**config.mk**
```make
export PLATFORM = sky130hd
export DESIGN_NAME = access_ctrl
export DESIGN_NICKNAME = d
export VERILOG_FILES = /design/src/hdl/mem_if_pkg.sv /design/src/hdl/access_ctrl.sv
export VERILOG_INCLUDE_DIRS = /design/src /design/src/include
export SDC_FILE = /design/constraint.sdc
export NUM_CORES = 1
export LEC_CHECK = 0
export BUFFER_PORTS_ARGS = -buffer_cell sky130_fd_sc_hd__buf_4
export CAP_MARGIN = 0
export CORE_MARGIN = 2
export CORE_UTILIZATION = 35
export DETAILED_ROUTE_END_ITERATION = 10
export GPL_TIMING_DRIVEN = 0
export PLACE_DENSITY = 0.72
export SLEW_MARGIN = 20
export SYNTH_ARGS = -nofsm -noshare
export SYNTH_HDL_FRONTEND = slang
export SYNTH_SLANG_ARGS = --single-unit
export TNS_END_PERCENT = 30
```
**constraint.sdc**
```tcl
create_clock -name clk -period 2 [get_ports clk]
set_clock_uncertainty 0.15 [all_clocks]
set_input_delay 0.6 -clock clk [delete_from_list [all_inputs] [get_ports clk]]
set_output_delay 0.6 -clock clk [all_outputs]
set_load 0.02 [all_outputs]
```
**src/include/mem_if_config.svh**
```systemverilog
`ifndef MEM_IF_CONFIG_SVH
`define MEM_IF_CONFIG_SVH

// ------------------------------
// word port and line geometry
// ------------------------------

// word address width, one address per 32-bit word
`define MEM_ADDR_W 10

// 32-bit words held in one line
`define WORDS_PER_LINE 2

// line width in bits, words per line times 32
`define LINE_W 64

// ------------------------------
// cache, buffer and store sizing
// ------------------------------

// direct-mapped sets in the cache
`define CACHE_SETS 8

// pending line writes the write buffer can hold
`define WBUF_DEPTH 4

// store cycles from a strobe to its done pulse
`define MEM_LATENCY 6

// size reported on memmapsz, in words
`define MEMMAP_SIZE (1 << `MEM_ADDR_W)

`endif

```
**src/hdl/mem_if_pkg.sv**
```systemverilog
`include "mem_if_config.svh"

package mem_if_pkg;

	// address split between line and word offset
	localparam int WORD_OFS_W = $clog2(`WORDS_PER_LINE);
	localparam int LINE_ADDR_W = `MEM_ADDR_W - WORD_OFS_W;
	localparam int LINE_BYTES = `LINE_W / 8;

	// memory port operations
	typedef enum logic [1:0] {
		op_noop = 2'b00,
		op_write = 2'b01,
		op_read = 2'b10,
		op_read_write = 2'b11
	} mem_op_t;

	typedef logic [`MEM_ADDR_W-1:0] word_addr_t;
	typedef logic [LINE_ADDR_W-1:0] line_addr_t;
	typedef logic [`LINE_W-1:0] line_t;
	// one bit per byte of a line
	typedef logic [LINE_BYTES-1:0] line_mask_t;
	// fill level of the write buffer, 0 up to full
	typedef logic [$clog2(`WBUF_DEPTH + 1)-1:0] wbuf_count_t;

	// one pending line write, set mask bit means byte written
	typedef struct packed {
		line_addr_t addr;
		line_t data;
		line_mask_t mask;
	} wbuf_entry_t;

	// drop the word offset
	function automatic line_addr_t to_line_addr(word_addr_t a);
		return a[`MEM_ADDR_W-1:WORD_OFS_W];
	endfunction

	// word byte selects moved into the lane of the addressed word
	function automatic line_mask_t lane_mask(word_addr_t a, logic [3:0] sel);
		return line_mask_t'(sel) << (4 * a[WORD_OFS_W-1:0]);
	endfunction

	// byte mask widened to a bit mask
	function automatic line_t expand_mask(line_mask_t m);
		line_t bits;
		for (int i = 0; i < LINE_BYTES; i++) begin
			bits[8*i +: 8] = {8{m[i]}};
		end
		return bits;
	endfunction

	// addressed word out of a line
	function automatic logic [31:0] line_word(line_t l, word_addr_t a);
		return l[32*a[WORD_OFS_W-1:0] +: 32];
	endfunction

endpackage

```
**src/hdl/access_ctrl.sv**
```systemverilog
`timescale 1ns/100ps
`include "mem_if_config.svh"

// ready state, miss bookkeeping and read data of the word port
module access_ctrl (
	input logic clk,
	input logic rst,
	input mem_if_pkg::mem_op_t memop,
	input mem_if_pkg::word_addr_t memaddr,
	input logic [3:0] bytesel,
	input logic hit,
	input logic [31:0] cache_word,
	input mem_if_pkg::wbuf_count_t wbuf_count,
	input logic fetch_done,
	input mem_if_pkg::line_t fetch_data,
	output logic memrdy,
	output logic [31:0] memdataout,
	output logic fetch_req,
	output logic rw_pending,
	output mem_if_pkg::word_addr_t saved_addr,
	output mem_if_pkg::line_mask_t saved_keep,
	output logic cache_wr
);
	import mem_if_pkg::*;

	logic accept;
	logic is_read;
	logic is_write;
	logic will_fill;

	// operation taken on this edge
	assign accept = memrdy && (memop != op_noop);
	assign is_read = (memop == op_read) || (memop == op_read_write);
	assign is_write = (memop == op_write) || (memop == op_read_write);
	// write goes to cache and buffer together
	assign cache_wr = accept && is_write;
	// this push takes the last free slot
	assign will_fill = wbuf_count == wbuf_count_t'(`WBUF_DEPTH - 1);

	// ------------------------------
	// ready, fetch request, read data
	// ------------------------------
	always_ff @(posedge clk) begin
		if (rst) begin
			memrdy <= 1'b1;
			fetch_req <= 1'b0;
			rw_pending <= 1'b0;
			memdataout <= '0;
		end else if (!memrdy) begin
			if (fetch_done) begin
				// line arrived and the word goes out with memrdy
				memrdy <= 1'b1;
				fetch_req <= 1'b0;
				rw_pending <= 1'b0;
				memdataout <= line_word(fetch_data, saved_addr);
			end else if (!fetch_req && (wbuf_count != wbuf_count_t'(`WBUF_DEPTH))) begin
				// buffer has a free slot again
				memrdy <= 1'b1;
			end
		end else if (accept) begin
			// stall on a read miss or on a full buffer
			memrdy <= !(is_read && !hit) && !(is_write && will_fill);
			if (is_read) begin
				memdataout <= cache_word;
				fetch_req <= !hit;
				// a read-write miss leaves its own entry behind the fetch
				rw_pending <= !hit && (memop == op_read_write);
			end
		end
	end

	// miss address and the bytes the read-write put in the cache
	always_ff @(posedge clk) begin
		if (accept && is_read) begin
			saved_addr <= memaddr;
			saved_keep <= (memop == op_read_write) ? lane_mask(memaddr, bytesel) : '0;
		end
	end

	// the backend returns a line only to a pending miss
	assert property (@(posedge clk) disable iff (rst)
		fetch_done |-> (fetch_req && !memrdy));

endmodule

```
==> flow_summary.yaml, run 1 <==
final_layout:
  drive_above_1_share_pct: 71.4
  fin_util_pct: 55.9
  area_delta_synth_final_pct: 53.4
  seqCellArea_um2: 1240
  multi_input_area_um2: 1400
  n_antenna_cell: 0
  final.fill_count: 723
  final_net_count: 527
floorplan:
  fp.dieW_um: 93.9
  core_outline_area_um2: 7770
  io-pin-count: 173
  die_height_um: 93.9
  row_cnt: 32
  initial_utilization_pct: 36.4
  die_area_um2: 8820
clock_network:
  post_cts_hold_buffer_count: 0
  cts.clk_slew.worst_paths_ps: 110
  worst_skew_pair.late_latency_ps: 310
  tritoncts.num_buffers: 5
  ctsRootBufferMaster: "clkbuf_8"
  postCtsSetupBuffers: 0
  longest_clk_path_bufs: 2
  clock_sink_count: 53
  cts_max_level: 2
  cts_tree: "yes"
routing:
  vias: 2476
  route.detailed.vias_per_inst: 4.85
  drc_errors: 0
  dr.first_iter.drc_count: 50
  drt_wl_total_um: 7730
  drtPass1Iterations: 4
  final_antenna_net_count: 0
  wl_per_cell_um: 15.1
placed_design:
  buffer_ports.inserted: 171
  routabilityCongestion: 0.686
  hpwlAfterDp_um: 5940
setup_path:
  timing.setup.critical_path_class: "reg -> out"
  crit_required_ps: 1250
  r2r.worst_path.cells: 4
  worstSetupEndpointType: "output pin"
  crit_path_cell_trace: "buf_6, and2_1, buf_4"
  worst_setup_path_start_kind: "flip-flop"
  cp_num_cells: 3
  worst_path_largest_cell_delay_ps: 390
  critical_path.top_delay_family: "flip-flops"
  crit_path_top_delay_cell: "dfxtp_2"
  critical_path_peak_fanout: 10
  critPathBufInv: 2
  worst-endpoint-arrival_ps: 1190
pwr:
  totalPowerFinal_mw: 2.62
  total_leakage_power_nw: 1.80
  vdd_ir_drop_max_uv: 271
  power_per_cell_area_nw_per_um2: 603
synth:
  yosysUniqueCellTypes: 27
  synth_top_cell_area_share_pct: 24.8
  synth_sequential_area_ratio_pct: 43.9
  syn_area_per_cell_um2: 12.3
  synth_top_cell_by_area: "dfxtp_1"
  netlist_area_um2: 2830
  ys_ff_latch: 53
  synth_nets: 349
  synth-edff-count: 18
  synth-async-reset-ratio_pct: 0
  yosys_most_used_dff: "dfxtp_1"
  synth_commonest_cells: "35 x dfxtp_1, 33 x nand2_1, 31 x mux2_2"
  synthMostInstantiatedCell: "dfxtp_1"
  post_synth_main_area_contributors: "dfxtp_1 25%, edfxtp_1 19%, o221ai_2 16%"
  syn_inst: 230
  synth.yosys.warnings: 0
global_routing:
  grt_use_total_pct: 16.9
  overflow: 0
  antenna_violations_before_repair: 0
  grt_pass1_wl_um: 11700
  vias_in_the_first_global_route: 2358
  maximum_number_of_pins_on_one_net_before_global_route_repair: 20
timing:
  tightestPinTransition_ps: 764
  slew_violations: 0
  maxClockFrequency_mhz: 514
  fin_hold_ws_ps: 307
  grt_setup_unrepaired: "no"
  setup_viol: 0
  layout_worst_path_cycle_share_pct: 97.2
  final.min_clock_period_ps: 1940
  final_hold_violation_count: 0
  max_slew_margin_pct: 49.1
min_path:
  worst_hold_path.num_cells: 1
  worstHoldPathType: "in -> reg"
run_status:
  outcome: "finished clean"
flow_run:
  count_of_max_cap_constraint_violations: 0
==> cell type report <==
cell class,instances,share of cell area (%)
Buffer,22,4.30
Clock buffer,5,1.59
Clock inverter,3,0.663
Multi-Input combinational cell,155,32.3
Sequential cell,53,28.6
Tap cell,102,2.94
Timing Repair Buffer,171,29.6
==> registers in the layout (all words and copies together) (netlist names) <==
signal / flops
fetch_req: 1
memdataout: 32
memrdy: 1
rw_pending: 1
saved_addr: 10
saved_keep: 8
==> metrics by stage <==
step / cell area, um^2 / TNS [ps] / instances / setup slack [ps]
after detailed placement: 4240 / -35.3 / 503 / -35.3
after CTS: 4340 / 0 / 511 / 42.6
final: 4340 / 0 / 511 / 56.0
after global placement: 4240 / -37.2 / 503 / -37.2
after floorplan: 2830 / 0 / 230 / 188
after global routing: 4340 / 0 / 511 / 6.69
==> worst reg2reg max path, delay by kind of cell, from the launching register on <==
| family | cells | cell delay (ps) |
|---|---|---|
| buffers and inverters | 1 | 160 |
| AO/OA/AOI/OAI | 2 | 410 |
| flip-flops | 1 | 390 |
| AND/OR/NAND/NOR | 1 | 640 |
==> report_power, final <==
| part | internal, mW | switching (mW) | leakage, nW |
|---|---|---|---|
| Clock | 0.263 | 0.391 | 0.0506 |
| Combinational | 0.399 | 0.347 | 1.28 |
| Sequential | 1.19 | 0.0324 | 0.469 |
==> placed cells by master, fill, tap and decap left out <==
master,count
clkbuf_8,5
inv_8,1
clkinv_4,1
a21oi_2,30
clkbuf_1,3
nor2b_1,2
mux2_1,1
edfxtp_1,18
clkbuf_4,1
o221ai_2,30
buf_4,174
and4b_1,1
and2_1,10
nand2_1,33
nor2_1,4
mux2_4,1
dfxtp_2,1
dfxtp_1,34
mux2_2,31
mux2i_2,1
buf_12,3
a21oi_1,2
buf_2,8
o22ai_1,1
and3_1,1
a22oi_1,2
o221ai_1,2
o21ai_0,1
nor3b_1,1
a21o_1,1
inv_6,1
buf_6,4
==> logic make-up after synthesis <==
kind of cell	share of synthesized area, %
flip-flops	43.9
AND/OR/NAND/NOR	8.40
multiplexers	13.8
buffers and inverters	6.59
AO/OA/AOI/OAI	27.4
==> path summary, 6_finish.rpt <==
check,startpoint,end,slack (ps)
min reg2reg,memdataout[27],memdataout[27],320
min,memaddr[4],saved_addr[4],310
max reg2reg,memrdy,memrdy,160
max,memrdy,cache_wr,60
==> timing repair <==
item | 4_1_cts | 5_1_grt
endpoints found under the setup margin | 1 | 0
endpoints found under the hold margin | 0 | 0
resized for setup | 1 | 0
==> layer usage <==
layer  track usage, %  routed length (um)  vias to the layer above
met5                0                   0                        -
met4             3.02                  52                        0
met3             4.82                 673                        6
met2             29.3                3830                      107
met1             21.1                3170                     1144
li1                 -                   -                     1219
Note: power is estimated with default switching activity, not from simulation.
==> run 2, diff against run 1 <==
- CELL_PAD_IN_SITES_DETAIL_PLACEMENT: not set -> 1
- CELL_PAD_IN_SITES_GLOBAL_PLACEMENT: not set -> 2
- CORE_UTILIZATION: 35 -> 25
- CTS_CLUSTER_SIZE: not set -> 16
- PLACE_DENSITY: 0.72 -> 0.85
- RECOVER_POWER: not set -> 100
==> flow_summary.yaml, run 2 (synthesis gave the netlist of run 1 again) <==
min_path:
  start_point_of_the_worst_hold_path: "memdataout[27]"
  worstHoldPathType: "reg -> reg"
global_routing:
  groute.layer.met3.usage_pct: 2.70
  grt_busiest_layer: "met2"
  maximum_number_of_pins_on_one_net_before_global_route_repair: 20
  antenna_violations_before_repair: 0
  grt_pass1_wl_um: 13500
  vias_in_the_first_global_route: 2679
  grtUsageMet2_pct: 26.2
  overflow: 0
  global_routing_met1_resource_utilization_pct: 17.3
  grt_use_total_pct: 14.3
setup_path:
  crit_path_cell_trace: "buf_6, and2_4, buf_4"
  crit_required_ps: 1250
  cp-startpoint: "memrdy"
  reg2reg_from: "saved_addr[0]"
  timing.setup.critical_path_class: "reg -> out"
  worst_setup_path_start_kind: "flip-flop"
  crit_path_top_delay_cell: "dfxtp_2"
  worstSetupEndpointType: "output pin"
  worst-endpoint-arrival_ps: 1150
  r2r_setup_slack_ps: 140
  worst_path_largest_cell_delay_ps: 390
  critical_path_peak_fanout: 10
routing:
  drc_errors: 0
  wl_per_cell_um: 16.6
  final_antenna_net_count: 0
  vias: 2518
  dr.first_iter.drc_count: 40
  route.detailed.vias_per_inst: 4.59
  drtPass1Iterations: 4
  drt_wl_total_um: 9130
timing:
  fin_hold_ws_ps: 319
  worst_slack_ps: 97.6
  tightestPinTransition_ps: 758
  grt_setup_unrepaired: "no"
  final_hold_violation_count: 0
  slew_violations: 0
  maxClockFrequency_mhz: 526
  final.min_clock_period_ps: 1900
  max_slew_margin_pct: 49.5
  setup_viol: 0
  layout_worst_path_cycle_share_pct: 95.1
clock_network:
  ctsRootBufferMaster: "clkbuf_16"
  longest_clk_path_bufs: 2
  cts_max_level: 2
  cts.clk_slew.worst_paths_ps: 80
  worst_skew_pair.late_latency_ps: 290
  tritoncts.num_buffers: 5
  postCtsSetupBuffers: 0
  cts_tree: "yes"
  clock_sink_count: 53
floorplan:
  die_height_um: 110
  initial_utilization_pct: 25.9
  row_cnt: 38
  fp.dieW_um: 110
  die_area_um2: 12200
  core_outline_area_um2: 10900
  io-pin-count: 173
final_layout:
  multi_input_area_um2: 1290
  layout.cells.most_common: "buf_4"
  mostFrequentLayoutCells: "111 x buf_4, 59 x clkbuf_1, 34 x dfxtp_1, 33 x nand2_1, 30 x a21oi_2"
  drive_above_1_share_pct: 52.1
  largestRegisters: "memdataout: 32 flops, saved_addr: 10 flops, saved_keep: 8 flops"
  fin_util_pct: 37.7
  largest-register: "memdataout"
  n_antenna_cell: 0
  final_net_count: 527
  largest_reg_flops: 32
  seqCellArea_um2: 1240
  final.fill_count: 1304
  fin_cells: 549
  area_delta_synth_final_pct: 45.6
pwr:
  vdd_ir_drop_max_uv: 381
  power_per_cell_area_nw_per_um2: 677
  total_leakage_power_nw: 1.59
  totalPowerFinal_mw: 2.79
flow_run:
  count_of_max_cap_constraint_violations: 0
placed_design:
  pre_cts_slack_ps: -102
  routabilityCongestion: 0.703
  buffer_ports.inserted: 171
  dp_cells: 541
  hpwlAfterDp_um: 7080
run_status:
  outcome: "finished clean"
[run 2: timing repair]
item                       4_1_cts  5_1_grt
setup endpoints to repair        2        2
gates resized for setup          1        2
hold buffers                     0        0
[run 2: metrics by stage]
stage	TNS [ps]	area [um^2]
after CTS	0	4440
final	0	4120
after global routing	0	4120
after floorplan	0	2830
after global placement	-59.8	4290
after detailed placement	-102	4290
[run 2: metal layers]
metal	vias up	share of wire (%)
met5	-	0
met1	1200	41
met2	92	51
met3	4	7.3
met4	0	0.83
li1	1222	-
[run 2: area by class of cell]
type                            instances  share of cell area, %
Sequential cell                        53                   30.2
Clock inverter                          3                  0.638
Multi-Input combinational cell        155                   31.2
Timing Repair Buffer                  171                   26.2
Clock buffer                            5                   3.04
Buffer                                 22                   4.46
Tap cell                              140                   4.25
[run 2: final timing paths]
check,end,cells after the start
max,cache_wr,3
min,memdataout[27],2
max reg2reg,memdataout[7],5
min reg2reg,memdataout[27],2
[run 2: critical path, delay by kind of cell (launching register included)]
kind / cells / cell delay, ps
flops: 1 / 390
buf+inv: 2 / 300
simple gates: 1 / 160
[run 2: where the power goes]
part / leakage [nW] / internal [mW] / switching, mW
sequential: 0.469 / 1.19 / 0.0326
clock: 0.0744 / 0.475 / 0.431
combinational: 1.05 / 0.327 / 0.339
==> run 3, diff against run 2 <==
- CORE_UTILIZATION: 25 -> 26
- CTS_BUF_LIST: not set -> sky130_fd_sc_hd__clkbuf_2 sky130_fd_sc_hd__clkbuf_4 sky130_fd_sc_hd__clkbuf_8
- HOLD_SLACK_MARGIN: not set -> 0.05
- PLACE_DENSITY: 0.85 -> 0.87
- clock period: 2 -> 2.07 ns (I/O delays scaled with it)
==> flow_summary.yaml, run 3 (synthesis gave the netlist of run 1 again) <==
pwr:
  power_per_cell_area_nw_per_um2: 596
  vdd_ir_drop_max_uv: 275
  totalPowerFinal_mw: 2.47
  total_leakage_power_nw: 1.58
clock_network:
  tritoncts.num_buffers: 5
  worst_skew_pair.late_latency_ps: 320
  clock_sink_count: 53
  postCtsSetupBuffers: 0
  cts.clk_slew.worst_paths_ps: 120
  post_cts_hold_buffer_count: 0
  longest_clk_path_bufs: 2
  cts_tree: "yes"
  ctsRootBufferMaster: "clkbuf_8"
  cts_max_level: 2
floorplan:
  fp.dieW_um: 108
  row_cnt: 38
  initial_utilization_pct: 26.3
  die_height_um: 108
  core_outline_area_um2: 10700
  io-pin-count: 173
  die_area_um2: 11700
setup_path:
  crit_path_cell_trace: "buf_6, and2_1, buf_4"
  crit_required_ps: 1300
  critPathBufInv: 2
  critical_path_peak_fanout: 10
  worst_setup_path_start_kind: "flip-flop"
  timing.setup.critical_path_class: "reg -> out"
  worst_path_largest_cell_delay_ps: 390
  worst-endpoint-arrival_ps: 1190
  crit_path_top_delay_cell: "dfxtp_4"
  critical_path.top_delay_family: "flip-flops"
  worstSetupEndpointType: "output pin"
placed_design:
  placedInstanceArea_um2: 4290
  buffer_ports.inserted: 171
  routabilityCongestion: 0.715
  hpwlAfterDp_um: 6960
final_layout:
  largest-register: "memdataout"
  final_net_count: 527
  largest_reg_flops: 32
  mostFrequentLayoutCells: "112 x buf_4, 58 x clkbuf_1, 34 x dfxtp_1, 33 x nand2_1, 31 x mux2_2"
  n_antenna_cell: 0
  fin_util_pct: 38.6
  drive_above_1_share_pct: 55.5
  largestRegisters: "memdataout: 32 flops, saved_addr: 10 flops, saved_keep: 8 flops"
  final_cell_area_um2: 4140
  area_delta_synth_final_pct: 46.5
  layout.cells.most_common: "buf_4"
global_routing:
  maximum_number_of_pins_on_one_net_before_global_route_repair: 20
  grt_use_total_pct: 15.4
  vias_in_the_first_global_route: 2692
  grt_pass1_wl_um: 14000
  antenna_violations_before_repair: 0
  overflow: 0
timing:
  grt_setup_unrepaired: "no"
  final.min_clock_period_ps: 1960
  tns_setup_ps: 0
  slew_violations: 0
  maxClockFrequency_mhz: 509
  layout_worst_path_cycle_share_pct: 94.9
  fin_hold_ws_ps: 311
  final_hold_violation_count: 0
  setup_viol: 0
  tightestPinTransition_ps: 852
  max_slew_margin_pct: 43.2
routing:
  final_antenna_net_count: 0
  drt_wl_total_um: 8980
  dr.first_iter.drc_count: 76
  drc_errors: 0
  route.detailed.vias_per_inst: 4.60
  drtPass1Iterations: 4
  wl_per_cell_um: 16.3
  vias: 2525
flow_run:
  count_of_max_cap_constraint_violations: 0
min_path:
  worstHoldPathType: "reg -> reg"
run_status:
  outcome: "finished clean"
-- run 3: cell count changes in the layout (fill, tap and decap cells not counted), moves of 5 or more --
cell,delta
o221ai_1,-19
clkbuf_16,-5
mux2_1,-6
o221ai_2,+19
a21oi_2,-9
mux2_2,+6
a21oi_1,+9
clkbuf_8,+5
-- run 3: cell type report --
class,instances,area [um^2]
Buffer,22,180
Clock buffer,5,68.8
Multi-Input combinational cell,155,1360
Clock inverter,3,26.3
Tap cell,140,175
Fill cell,1289,6600
Sequential cell,53,1240
Timing Repair Buffer,171,1080
-- run 3: stage by stage --
stage,std cells,setup WS (ps)
5_1_grt,549,20.2
2_1_floorplan,230,258
6_report,549,105
4_1_cts,549,55.8
3_5_place_dp,541,-56.3
3_3_place_gp,541,-33.9
-- run 3: power by group --
| group | switching, mW | internal, mW |
|---|---|---|
| sequential | 0.0295 | 1.14 |
| combinational | 0.338 | 0.325 |
| clock | 0.382 | 0.248 |
| total | 0.750 | 1.72 |
-- run 3: what timing repair did --
action / 4_1_cts / 5_1_grt
resized for setup: 1 / 1
endpoints found under the setup margin: 1 / 2
gates cloned: 0 / 0
-- run 3: per-layer routing --
metal  up-vias  global-route usage, %  wire length [um]
met4         0                   3.30                75
met3         6                   3.01               531
li1       1220                      -                 -
met2        84                   28.5              4660
met5         -                      0                 0
met1      1215                   18.3              3710
-- run 3: worst paths after layout --
check	startpoint	to	slack [ps]	depth (start not counted)
setup / recovery	memrdy	cache_wr	110	3
hold / removal	memdataout[15]	memdataout[15]	310	2
setup reg to reg	saved_addr[0]	memdataout[27]	180	5
hold reg to reg	memdataout[15]	memdataout[15]	310	2
-- run 3: worst register-to-register path, cell delays in order, from the launching register on --
cell and delay, ps:
edfxtp_1 380, clkbuf_1 290, clkbuf_4 310, mux2_1 370, o221ai_1 180, a21oi_1 80
